$ cat config.mk
export PLATFORM = sky130hd
export DESIGN_NAME = game_ctrl_top
export DESIGN_NICKNAME = d
export VERILOG_FILES = /design/src/hw/game_pkg.sv /design/src/hw/click_capture.sv /design/src/hw/click_queue.sv /design/src/hw/game_control_fsm.sv /design/src/hw/round_scorer.sv /design/src/hw/game_ctrl_top.sv
export VERILOG_INCLUDE_DIRS = /design/src /design/src/hw
export SDC_FILE = /design/constraint.sdc
export NUM_CORES = 1
export LEC_CHECK = 0
export BUFFER_PORTS_ARGS = -buffer_cell sky130_fd_sc_hd__buf_4
export CAP_MARGIN = 20
export CORE_MARGIN = 8
export CORE_UTILIZATION = 55
export CTS_CLUSTER_DIAMETER = 40
export DETAILED_ROUTE_END_ITERATION = 12
export PLACE_DENSITY_LB_ADDON = 0.25
export SETUP_SLACK_MARGIN = 0.5
export SYNTH_ARGS = -nofsm -noshare
export SYNTH_HDL_FRONTEND = slang
export SYNTH_HIERARCHICAL = 1
export SYNTH_SLANG_ARGS = --single-unit
$ cat constraint.sdc
create_clock -name clk -period 3.4 [get_ports clk]
set_input_delay 0.34 -clock clk [delete_from_list [all_inputs] [get_ports clk]]
set_output_delay 0.34 -clock clk [all_outputs]
set_load 0.01 [all_outputs]
$ cat src/hw/game_params.svh
//----------------------------------------------------------
// screen areas, queue depth and round limits of the game
// include in any file that needs the rectangles or limits
// the graphics layer draws from the same rectangle values
//----------------------------------------------------------
`ifndef GAME_PARAMS_SVH
`define GAME_PARAMS_SVH

// start button rectangle, left edge, top edge, width, height
`define GAME_START_X 476
`define GAME_START_Y 400
`define GAME_START_W 72
`define GAME_START_H 72

// target rectangle, a click inside scores a hit
`define GAME_TARGET_X 200
`define GAME_TARGET_Y 160
`define GAME_TARGET_W 96
`define GAME_TARGET_H 96

// round ends on either limit
`define GAME_HITS_TO_WIN 4
`define GAME_MAX_MISSES 3

// hit and miss counter width
`define GAME_SCORE_W 4

// click FIFO depth, must be a power of two
`define GAME_QUEUE_DEPTH 4

`endif

$ cat src/hw/game_pkg.sv
//----------------------------------------------------------
// shared types for the game control subsystem
// click events travel as one packed struct from capture to scorer
// the game state enum is used by the control FSM
//----------------------------------------------------------
package game_pkg;

    //----------------------------------------------------------
    // click event
    //----------------------------------------------------------

    // cursor position latched with a left-button press
    // xpos first, so the x coordinate sits in the upper bits
    typedef struct packed {
        logic [11:0] xpos;
        logic [11:0] ypos;
    } click_event_t;

    //----------------------------------------------------------
    // game state
    //----------------------------------------------------------

    // one screen layer per state
    // START_SCREEN  waits for a click on the start button
    // GAME_RUNNING  clicks go to the scorer
    // GAME_OVER     any click returns to the start screen
    typedef enum logic [1:0] {
        START_SCREEN = 2'b00,
        GAME_RUNNING = 2'b01,
        GAME_OVER    = 2'b10
    } game_state_t;

    // 2'b11 is unused, the FSM falls back to START_SCREEN

endpackage

$ cat src/hw/click_capture.sv
//----------------------------------------------------------
// left-button press capture
// each rising edge of left_mouse becomes one click event
// holding the cursor position sampled with the edge
// presses that find the holding register busy are counted
//----------------------------------------------------------
module click_capture (
    input  logic                  clk,
    input  logic                  rst,
    input  logic                  left_mouse,
    input  logic [11:0]           mouse_xpos,
    input  logic [11:0]           mouse_ypos,
    output game_pkg::click_event_t click,
    output logic                  click_valid,
    input  logic                  click_ready,
    output logic [7:0]            dropped_clicks
);

    //----------------------------------------------------------
    // stage 1, button edge and sampled position
    //----------------------------------------------------------

    // previous button level
    logic                   mouse_d;
    // press seen at the last edge
    logic                   press_q;
    // position sampled together with the button
    game_pkg::click_event_t pos_q;
    // holding register free for a new event this cycle
    logic                   slot_free;

    // free when empty or when the held event leaves now
    assign slot_free = !click_valid || click_ready;

    always_ff @(posedge clk) begin
        pos_q.xpos <= mouse_xpos;
        pos_q.ypos <= mouse_ypos;
    end

    //----------------------------------------------------------
    // stage 2, held event and drop counter
    //----------------------------------------------------------

    always_ff @(posedge clk) begin
        if (rst) begin
            mouse_d        <= 1'b0;
            press_q        <= 1'b0;
            click_valid    <= 1'b0;
            dropped_clicks <= 8'd0;
        end else begin
            mouse_d <= left_mouse;
            press_q <= left_mouse && !mouse_d;
            if (press_q) begin
                if (slot_free) begin
                    click_valid <= 1'b1;
                end else if (dropped_clicks != 8'hff) begin
                    // held event still waiting, press is lost
                    dropped_clicks <= dropped_clicks + 8'd1;
                end
            end else if (click_valid && click_ready) begin
                click_valid <= 1'b0;
            end
        end
    end

    // payload only loads into a free slot, so it stays stable
    // while valid is high and ready is low
    always_ff @(posedge clk) begin
        if (press_q && slot_free) begin
            click <= pos_q;
        end
    end

endmodule

$ cat src/hw/click_queue.sv
//----------------------------------------------------------
// click event FIFO between capture and control FSM
// holds clicks until the next frame tick lets one out
// a pushed entry becomes visible one cycle after the push
//----------------------------------------------------------
`include "game_params.svh"

module click_queue (
    input  logic                   clk,
    input  logic                   rst,
    input  game_pkg::click_event_t in_event,
    input  logic                   in_valid,
    output logic                   in_ready,
    output game_pkg::click_event_t out_event,
    output logic                   out_valid,
    input  logic                   out_ready
);

    localparam int DEPTH = `GAME_QUEUE_DEPTH;
    localparam int PTR_W = (DEPTH > 1) ? $clog2(DEPTH) : 1;
    localparam int CNT_W = $clog2(DEPTH) + 1;

    //----------------------------------------------------------
    // storage and pointers
    //----------------------------------------------------------

    game_pkg::click_event_t mem [DEPTH];

    logic [PTR_W-1:0] wr_ptr;
    logic [PTR_W-1:0] rd_ptr;
    // entries stored, including the one pushed last cycle
    logic [CNT_W-1:0] count;
    // push happened at the last edge
    logic             push_q;
    logic             push;
    logic             pop;

    // full blocks pushes even when a pop happens this cycle
    assign in_ready  = (count != CNT_W'(DEPTH));
    // newest entry stays hidden for one cycle
    assign out_valid = (count > CNT_W'(push_q));
    assign out_event = mem[rd_ptr];

    assign push = in_valid && in_ready;
    assign pop  = out_valid && out_ready;

    always_ff @(posedge clk) begin
        if (push) begin
            mem[wr_ptr] <= in_event;
        end
    end

    //----------------------------------------------------------
    // pointer and occupancy update
    //----------------------------------------------------------

    always_ff @(posedge clk) begin
        if (rst) begin
            wr_ptr <= '0;
            rd_ptr <= '0;
            count  <= '0;
            push_q <= 1'b0;
        end else begin
            push_q <= push;
            // pointers wrap on their own, depth is a power of two
            if (push) begin
                wr_ptr <= wr_ptr + PTR_W'(1);
            end
            if (pop) begin
                rd_ptr <= rd_ptr + PTR_W'(1);
            end
            case ({push, pop})
                2'b10:   count <= count + CNT_W'(1);
                2'b01:   count <= count - CNT_W'(1);
                default: count <= count;
            endcase
        end
    end

endmodule

$ cat src/hw/game_control_fsm.sv
//----------------------------------------------------------
// game control FSM
// takes at most one queued click per frame tick, moves between
// start screen, running game and game-over screen, drives the
// one-hot layer enables and passes running clicks to the scorer
//----------------------------------------------------------
`include "game_params.svh"

module game_control_fsm (
    input  logic                   clk,
    input  logic                   rst,
    input  logic                   frame_tick,
    input  game_pkg::click_event_t click,
    input  logic                   click_valid,
    output logic                   click_ready,
    input  logic                   round_over,
    output logic                   play_click,
    output game_pkg::click_event_t play_pos,
    output logic                   new_round,
    output logic                   start_screen_enable,
    output logic                   game_enable,
    output logic                   game_end_enable
);

    game_pkg::game_state_t state;
    game_pkg::game_state_t state_next;

    logic in_start;
    logic round_end;
    logic pop;
    logic new_round_next;
    logic play_click_next;

    // start button hit test
    assign in_start = (click.xpos >= 12'(`GAME_START_X)) &&
                      (click.xpos <  12'(`GAME_START_X + `GAME_START_W)) &&
                      (click.ypos >= 12'(`GAME_START_Y)) &&
                      (click.ypos <  12'(`GAME_START_Y + `GAME_START_H));

    // counters of the last round clear on the edge after new_round
    assign round_end = round_over && !new_round;

    // one pop per tick, none while the scorer is still updating,
    // none once the round has ended
    assign click_ready = frame_tick && !play_click && !new_round &&
                         !((state == game_pkg::GAME_RUNNING) && round_end);
    assign pop = click_valid && click_ready;

    //----------------------------------------------------------
    // next state
    //----------------------------------------------------------

    always_comb begin
        state_next      = state;
        new_round_next  = 1'b0;
        play_click_next = 1'b0;
        case (state)
            game_pkg::START_SCREEN: begin
                // clicks outside the button are dropped here
                if (pop && in_start) begin
                    state_next     = game_pkg::GAME_RUNNING;
                    new_round_next = 1'b1;
                end
            end
            game_pkg::GAME_RUNNING: begin
                if (round_end) begin
                    state_next = game_pkg::GAME_OVER;
                end else if (pop) begin
                    play_click_next = 1'b1;
                end
            end
            game_pkg::GAME_OVER: begin
                if (pop) begin
                    state_next = game_pkg::START_SCREEN;
                end
            end
            default: state_next = game_pkg::START_SCREEN;
        endcase
    end

    //----------------------------------------------------------
    // state, enables and pulses
    //----------------------------------------------------------

    // enables decoded from next state, so they change with state
    always_ff @(posedge clk) begin
        if (rst) begin
            state               <= game_pkg::START_SCREEN;
            start_screen_enable <= 1'b1;
            game_enable         <= 1'b0;
            game_end_enable     <= 1'b0;
            new_round           <= 1'b0;
            play_click          <= 1'b0;
        end else begin
            state               <= state_next;
            start_screen_enable <= (state_next == game_pkg::START_SCREEN);
            game_enable         <= (state_next == game_pkg::GAME_RUNNING);
            game_end_enable     <= (state_next == game_pkg::GAME_OVER);
            new_round           <= new_round_next;
            play_click          <= play_click_next;
        end
    end

    // position rides along with play_click
    always_ff @(posedge clk) begin
        if (pop) begin
            play_pos <= click;
        end
    end

endmodule

$ cat src/hw/round_scorer.sv
//----------------------------------------------------------
// round scorer
// sorts each play click into hit or miss against the target
// rectangle and flags the end of the round at either limit
// new_round from the FSM clears both counters
//----------------------------------------------------------
`include "game_params.svh"

module round_scorer (
    input  logic                      clk,
    input  logic                      rst,
    input  logic                      new_round,
    input  logic                      play_click,
    input  game_pkg::click_event_t    play_pos,
    output logic [`GAME_SCORE_W-1:0]  hits,
    output logic [`GAME_SCORE_W-1:0]  misses,
    output logic                      round_over
);

    localparam int SCORE_W = `GAME_SCORE_W;

    // limits at counter width
    localparam logic [SCORE_W-1:0] HIT_LIMIT  = SCORE_W'(`GAME_HITS_TO_WIN);
    localparam logic [SCORE_W-1:0] MISS_LIMIT = SCORE_W'(`GAME_MAX_MISSES);

    logic in_target;

    //----------------------------------------------------------
    // hit test
    //----------------------------------------------------------

    // left and top edges inside, right and bottom edges outside
    assign in_target = (play_pos.xpos >= 12'(`GAME_TARGET_X)) &&
                       (play_pos.xpos <  12'(`GAME_TARGET_X + `GAME_TARGET_W)) &&
                       (play_pos.ypos >= 12'(`GAME_TARGET_Y)) &&
                       (play_pos.ypos <  12'(`GAME_TARGET_Y + `GAME_TARGET_H));

    // level while either limit is reached
    assign round_over = (hits >= HIT_LIMIT) || (misses >= MISS_LIMIT);

    //----------------------------------------------------------
    // counters
    //----------------------------------------------------------

    always_ff @(posedge clk) begin
        if (rst) begin
            hits   <= '0;
            misses <= '0;
        end else if (new_round) begin
            hits   <= '0;
            misses <= '0;
        end else if (play_click && !round_over) begin
            // counters freeze once the round is over
            if (in_target) begin
                hits <= hits + SCORE_W'(1);
            end else begin
                misses <= misses + SCORE_W'(1);
            end
        end
    end

endmodule

$ cat src/hw/game_ctrl_top.sv
//----------------------------------------------------------
// game control top level
// mouse clicks pass capture, FIFO, control FSM and scorer
// frame_tick comes from the VGA timing, one pulse per frame
//----------------------------------------------------------
`include "game_params.svh"

module game_ctrl_top (
    input  logic                     clk,
    input  logic                     rst,
    input  logic                     left_mouse,
    input  logic [11:0]              mouse_xpos,
    input  logic [11:0]              mouse_ypos,
    input  logic                     frame_tick,
    output logic                     start_screen_enable,
    output logic                     game_enable,
    output logic                     game_end_enable,
    output logic [`GAME_SCORE_W-1:0] hits,
    output logic [`GAME_SCORE_W-1:0] misses,
    output logic [7:0]               dropped_clicks
);

    //----------------------------------------------------------
    // internal links
    //----------------------------------------------------------

    // capture to FIFO
    game_pkg::click_event_t cap_event;
    logic                   cap_valid;
    logic                   cap_ready;

    // FIFO to FSM
    game_pkg::click_event_t q_event;
    logic                   q_valid;
    logic                   q_ready;

    // FSM and scorer
    game_pkg::click_event_t play_pos;
    logic                   play_click;
    logic                   new_round;
    logic                   round_over;

    click_capture u_capture (
        .clk            (clk),
        .rst            (rst),
        .left_mouse     (left_mouse),
        .mouse_xpos     (mouse_xpos),
        .mouse_ypos     (mouse_ypos),
        .click          (cap_event),
        .click_valid    (cap_valid),
        .click_ready    (cap_ready),
        .dropped_clicks (dropped_clicks)
    );

    click_queue u_queue (
        .clk       (clk),
        .rst       (rst),
        .in_event  (cap_event),
        .in_valid  (cap_valid),
        .in_ready  (cap_ready),
        .out_event (q_event),
        .out_valid (q_valid),
        .out_ready (q_ready)
    );

    game_control_fsm u_fsm (
        .clk                 (clk),
        .rst                 (rst),
        .frame_tick          (frame_tick),
        .click               (q_event),
        .click_valid         (q_valid),
        .click_ready         (q_ready),
        .round_over          (round_over),
        .play_click          (play_click),
        .play_pos            (play_pos),
        .new_round           (new_round),
        .start_screen_enable (start_screen_enable),
        .game_enable         (game_enable),
        .game_end_enable     (game_end_enable)
    );

    round_scorer u_scorer (
        .clk        (clk),
        .rst        (rst),
        .new_round  (new_round),
        .play_click (play_click),
        .play_pos   (play_pos),
        .hits       (hits),
        .misses     (misses),
        .round_over (round_over)
    );

endmodule

=== After elaboration in Yosys (flattened, before gate mapping) ===
Memories as Yosys holds them, arrays and structs flattened. A register that Yosys moved wholly into a read port is not among the register bits.
Cells that the tools add are included.

* Register bits: 106
* Output and inout port bits: 19
* Word-level logic and storage cells: 104
* Memories kept: 1
* Input bits: 28
* Bits in writable memories: 96

* Multiplexer cells: 14
* Reductions and logical operators: 36
* $lt $le $gt $ge: 11
* Equal/unequal tests: 9
* Bitwise gates (word level): 4
* Add/subtract/negate cells: 7

{| class="wikitable"
|+ Memory list
! name !! depth !! width !! rd ports !! clocked after Yosys merged registers in !! wr ports !! line !! source
|-
| u_queue.mem || 4 || 24 || 1 || 1 || 1 || click_queue.sv:27 || <nowiki>game_pkg::click_event_t mem [DEPTH];</nowiki>
|}

{| class="wikitable"
|+ Operators by type and width
! kind !! count
|-
| $lt A12 B9 Y1 const B || 3
|-
| $ge A12 B8 Y1 const B || 2
|-
| $ge A12 B9 Y1 const B || 2
|-
| $logic_and A1 B1 Y1 || 17
|-
| $lt A12 B10 Y1 const B || 1
|-
| $mux W2 || 5
|-
| $add A4 B1 Y4 const B || 2
|-
| $add A8 B1 Y8 const B || 1
|-
| $ne A8 B8 Y1 const B || 1
|-
| $mux W1 || 7
|-
| $eq A2 B1 Y1 const B || 3
|-
| $eq A2 B2 Y1 const B || 3
|-
| $logic_not A1 Y1 || 6
|-
| $pmux W2 S3 || 1
|-
| $pmux W3 S2 || 1
|-
| $reduce_and A2 Y1 || 3
|-
| $add A2 B1 Y2 const B || 2
|-
| $ge A4 B2 Y1 const B || 1
|-
| $ge A4 B3 Y1 const B || 1
|-
| $logic_not A2 Y1 || 2
|-
| $not A1 Y1 || 4
|-
| $reduce_bool A2 Y1 || 2
|-
| $reduce_or A2 Y1 || 2
|-
| $add A3 B1 Y3 const B || 1
|-
| other kinds (7) || 8
|}

=== Logic depth before layout (Yosys ltp) ===
* Depth in word-level cells: 11
* Gate-level depth with buffers: 11
* Mapped depth without buffers: 11

=== By module ===
The synthesis kept the hierarchy.

{| class="wikitable"
|+ Modules (own cells, without submodules)
! module !! area an instance (µm²) !! cells an instance !! instances !! seq. area each (µm²)
|-
| click_queue || 4020.1 || 184 || 1 || 3083.0
|-
| click_capture || 1696.6 || 104 || 1 || 1421.4
|-
| game_control_fsm || 1066.0 || 63 || 1 || 860.8
|-
| round_scorer || 411.6 || 43 || 1 || 160.2
|}

=== Worst setup path after synthesis ===
Ideal clock, no wire load.

* Path type: reg2reg
* Start: register u_queue.count[1]
* End: register u_capture/click[0] (netlist bit) (enable)
* Path buffers: 1
* Arrival time: 2456 ps
* Cell stages (with the launch flop): 5
* Clock period less this slack: 2898 ps
* Setup slack: 502 ps
* Cell sequence: dfxtp_1 or3b_1 buf_6 inv_1 a21boi_0

* Cells in the longest elaborated chain, start to end: 3

{| class="wikitable"
|+ Ends and longest elaborated chain
! element !! line !! source
|-
| start: declaration || click_queue.sv:32 || <nowiki>logic [CNT_W-1:0] count;</nowiki>
|-
| start signal: assignment || click_queue.sv:73 || <nowiki>2'b10: count <= count + CNT_W'(1);</nowiki>
|-
| start signal: assignment || click_queue.sv:74 || <nowiki>2'b01: count <= count - CNT_W'(1);</nowiki>
|-
| start signal: assignment || click_queue.sv:75 || <nowiki>default: count <= count;</nowiki>
|-
| $ne A3 B3 Y1 || click_queue.sv:39 || <nowiki>assign in_ready = (count != CNT_W'(DEPTH));</nowiki>
|-
| net cap_ready || game_ctrl_top.sv:30 || <nowiki>logic cap_ready;</nowiki>
|-
| $logic_or A1 B1 Y1 || click_capture.sv:33 || <nowiki>assign slot_free = !click_valid || click_ready;</nowiki>
|-
| $logic_and A1 B1 Y1 || click_capture.sv:69 || <nowiki>if (press_q && slot_free) begin</nowiki>
|-
| end signal: assignment || click_capture.sv:70 || <nowiki>click <= pos_q;</nowiki>
|-
| end: declaration || click_capture.sv:13 || <nowiki>output game_pkg::click_event_t click,</nowiki>
|}

The timed path passes the listed nets, and every way through them passes these cells.
A chain may end at the register's enable or synchronous reset.

=== Worst setup path in the final report ===
* Start: register u_scorer.misses[0]
* End: register u_queue.count[2]

* Cells in the longest elaborated chain, start to end: 9
* Elaborated cells between the ends (all ways): 11
* Those cells by class: order compare: 1; eq/ne: 2; mux: 1; reduce/logical: 7

{| class="wikitable"
|+ Ends and longest elaborated chain
! element !! line !! source
|-
| start: declaration || round_scorer.sv:16 || <nowiki>output logic [`GAME_SCORE_W-1:0] misses,</nowiki>
|-
| start signal: assignment || round_scorer.sv:57 || <nowiki>misses <= misses + SCORE_W'(1);</nowiki>
|-
| $ge A4 B2 Y1 (*) || round_scorer.sv:39 || <nowiki>assign round_over = (hits >= HIT_LIMIT) || (misses >= MISS_LIMIT);</nowiki>
|-
| $logic_or A1 B1 Y1 (*) || round_scorer.sv:39 ||
|-
| net round_over || game_ctrl_top.sv:41 || <nowiki>logic round_over;</nowiki>
|-
| $logic_and A1 B1 Y1 (*) || game_control_fsm.sv:41 || <nowiki>assign round_end = round_over && !new_round;</nowiki>
|-
| $logic_and A1 B1 Y1 (*) || game_control_fsm.sv:46 || <nowiki>!((state == game_pkg::GAME_RUNNING) && round_end);</nowiki>
|-
| $logic_not A1 Y1 (*) || game_control_fsm.sv:46 ||
|-
| $logic_and A1 B1 Y1 (*) || game_control_fsm.sv:45 || <nowiki>assign click_ready = frame_tick && !play_click && !new_round &&</nowiki>
|-
| net q_ready || game_ctrl_top.sv:35 || <nowiki>logic q_ready;</nowiki>
|-
| $logic_and A1 B1 Y1 (*) || click_queue.sv:45 || <nowiki>assign pop = out_valid && out_ready;</nowiki>
|-
| net u_queue.pop || click_queue.sv:36 || <nowiki>logic pop;</nowiki>
|-
| $eq A2 B1 Y1 / $eq A2 B2 Y1 (equally long branches) || click_queue.sv:72 || <nowiki>case ({push, pop})</nowiki>
|-
| $pmux W3 S2 / $reduce_bool A2 Y1 (equally long branches) || -- ||
|}

The timed path passes the listed nets; every way through them passes the cells marked *.

==> run_results.csv <==
group,metric,value,unit
run_status,status,"finished, final reports clean",
worst_setup_path,start_kind,"flip-flop",
synthesis,synthesis.area,0.00599,sq mm
worst_setup_path,cp_cell_sequence,"ha_1, nor3_2, nand2_1, a21oi_2, o31a_2, ha_1, inv_1, fa_1, xor2_1, or3_2, a21oi_1",
worst_setup_path,cpPeakStageDelay,0.43,ns
worst_setup_path,crit_slowest_cell,"or3_2",
layout,layout-drive-gt1-share,26.9,%
pwr,powerDensity,634,mW/mm^2
sta,period_minus_slack,2.66,ns
min_path,hold_path_class,"input port to flip-flop",
layout,finalNetCount,463,
grt,grt_max_degree,32,
worst_setup_path,setup.worst_path.class,"flip-flop to flip-flop",
die,dieArea,0.0145,sq mm
grt,grt_pass1_wl,16.2,mm
cts,clock-sinks,166,
cts,numCtsBuffers,17,
cts,htreeDepth,4,
die,die_y,120,microns
layout,n_fill_cell,736,
place,globalplace.congestion,0.801,
die,row_count,38,
route,drtIter0Drc,172,
pwr,intPower,0.00357,W
cts,clock_latency,0.51,ns
route,wl_per_cell,17.3,microns
synthesis,yosys_warnings,6,
sta,worstMarginPinSlew,0.614,ns
pwr,combPwrFrac,9.9,%
worst_setup_path,worst_ep_required_time,3.84,ns
sta,relSlewSlack,59.0,%
layout,layout_common_cells,"edfxtp_1, dfxtp_1, buf_4",
pwr,switchingPower,0.00101,W
sta,hold_viol,0,
sta,fin_crit_sh,78.3,%
die,start_util,55.8,%
place,dp_cells,527,
synthesis,syn_inst,351,
worst_setup_path,crit_buf_inv,1,
grt,grt.total_usage,14.7,%
sta,rsz0062_at_grt,"false",
route,wirelength,10.0,mm
worst_setup_path,arrival,3.10,ns
die,io_pins,47,
route,ant_nets,0,
pwr,irDropWorstVdd,411,uV
grt,grt_pass1_vias,3238,
route,dr.pass1.iters,4,
job,maxCapViolCount,0,
pwr,swShare,22.1,%
cts,cts-root-buf,"clkbuf_8",
worst_setup_path,path_common_cell,"ha_1",
layout,instances_no_fill,578,
grt,antenna_found_initial,0,
worst_setup_path,critical-path-top-delay-family,"adder cells",
layout,final_common_cell,"edfxtp_1",
route,avgViaCountPerCell,5.41,
cts,cts_tree,"yes",
cts,postCtsSetupBuffers,0,
sta,finalSetupViolCount,0,
sta,fin_skew,0.00632,ns
worst_setup_path,cp_max_fo,4,
route,route.detailed.drc,0,
sta,final.setup.tns,0,ns
place,dp_hpwl,6.25,mm
pwr,pwr-share-clk,38.8,%
synthesis,avgSynthCellArea,17.1,sq um
pwr,p_leak,2.58,nW
layout,synthToLayoutAreaGrowth,20.5,%
cts,cts_buffer_depth,2,
grt,overflow,0,
cts,clkTransAtPathRegs,0.06,ns
synthesis,synth_fp_nets,389,
worst_setup_path,end_kind,"flip-flop",
place,portBuffers,41,
sta,fmax,376,MHz
die,dieWidth,120,microns
route,vias,3127,
die,core,0.0107,sq mm
pwr,p_seq_share,51.4,%
sta,finalMaxSlewViolations,0,
layout,antenna_cells,0,
## routing by layer
layer	wire, microns	up-vias	GRT usage [%]
met2	4980	90	24.0
met1	4390	1529	17.8
met3	546	8	4.76
met5	0	-	0
met4	85	0	5.54
li1	-	1500	-
## area by class of cell
type | count | area [sq um] | share of cell area (%)
inverter | 7 | 26.3 | 0.364
tap | 140 | 175 | 2.43
sequential | 166 | 4430 | 61.4
clock inverter | 11 | 126 | 1.75
clock buffer | 21 | 429 | 5.94
multi-input combinational | 168 | 1480 | 20.5
timing repair buffer | 65 | 548 | 7.59
## through the flow
step / setup WS (ns) / utilization, % / hold slack (ns) / cell area, sq um / total power (W)
4_1_cts: 0.693 / 67.2 / 0.0553 / 7220 / 0.00463
5_1_grt: 0.534 / 67.2 / 0.0808 / 7220 / 0.00476
3_3_place_gp: 0.830 / 60.2 / 0.374 / 6470 / 0.00282
3_5_place_dp: 0.701 / 60.2 / 0.381 / 6470 / 0.00284
6_report: 0.739 / 67.2 / 0.0751 / 7220 / 0.00458
2_1_floorplan: 0.877 / - / 0.367 / 5990 / 0.00270
## worst reg2reg max path: stages, from the launching register on
cell and delay [ns]:
dfxtp_1 0.33, ha_1 0.21, nor3_2 0.16, nand2_1 0.16, a21oi_2 0.17, o31a_2 0.19, ha_1 0.18, inv_1 0.06
fa_1 0.38, xor2_1 0.16, or3_2 0.43, a21oi_1 0.16
## power groups by stage
stage | combinational [W] | sequential, W | clock, W
3_3_place_gp | 0.000429 | 0.00239 | 0
3_5_place_dp | 0.000438 | 0.00240 | 0
4_1_cts | 0.000458 | 0.00236 | 0.00181
5_1_grt | 0.000498 | 0.00237 | 0.00190
6_report | 0.000451 | 0.00235 | 0.00178
2_1_floorplan | 0.000348 | 0.00236 | 0
## state kept, by name (all words and copies together), names as in the netlist, 3 cells and up, named ones only
register / cells
u_queue/mem: 76
u_capture/dropped_clicks: 8
u_capture/click: 19
u_scorer/misses: 4
u_scorer/hits: 4
u_capture/pos_q: 19
u_fsm/play_pos: 16
u_queue/count: 3
## worst paths after layout
| path | from | to | slack, ns | depth (start not counted) |
|---|---|---|---|---|
| setup / recovery | u_scorer/misses[0] | u_queue/count[2] | 0.74 | 11 |
| hold / removal | left_mouse | u_capture/mouse_d | 0.08 | 2 |
| setup reg to reg | u_scorer/misses[0] | u_queue/count[2] | 0.74 | 11 |
| hold reg to reg | u_capture/mouse_d | u_capture/press_q | 0.39 | 1 |
## what timing repair did
action                                  in CTS  in global routing
hold endpoints to repair                    19                  0
hold buffers                                19                  0
endpoints found under the setup margin       0                  1
resized for setup                            0                  1
No activity file was read; power rests on OpenSTA's default activity.
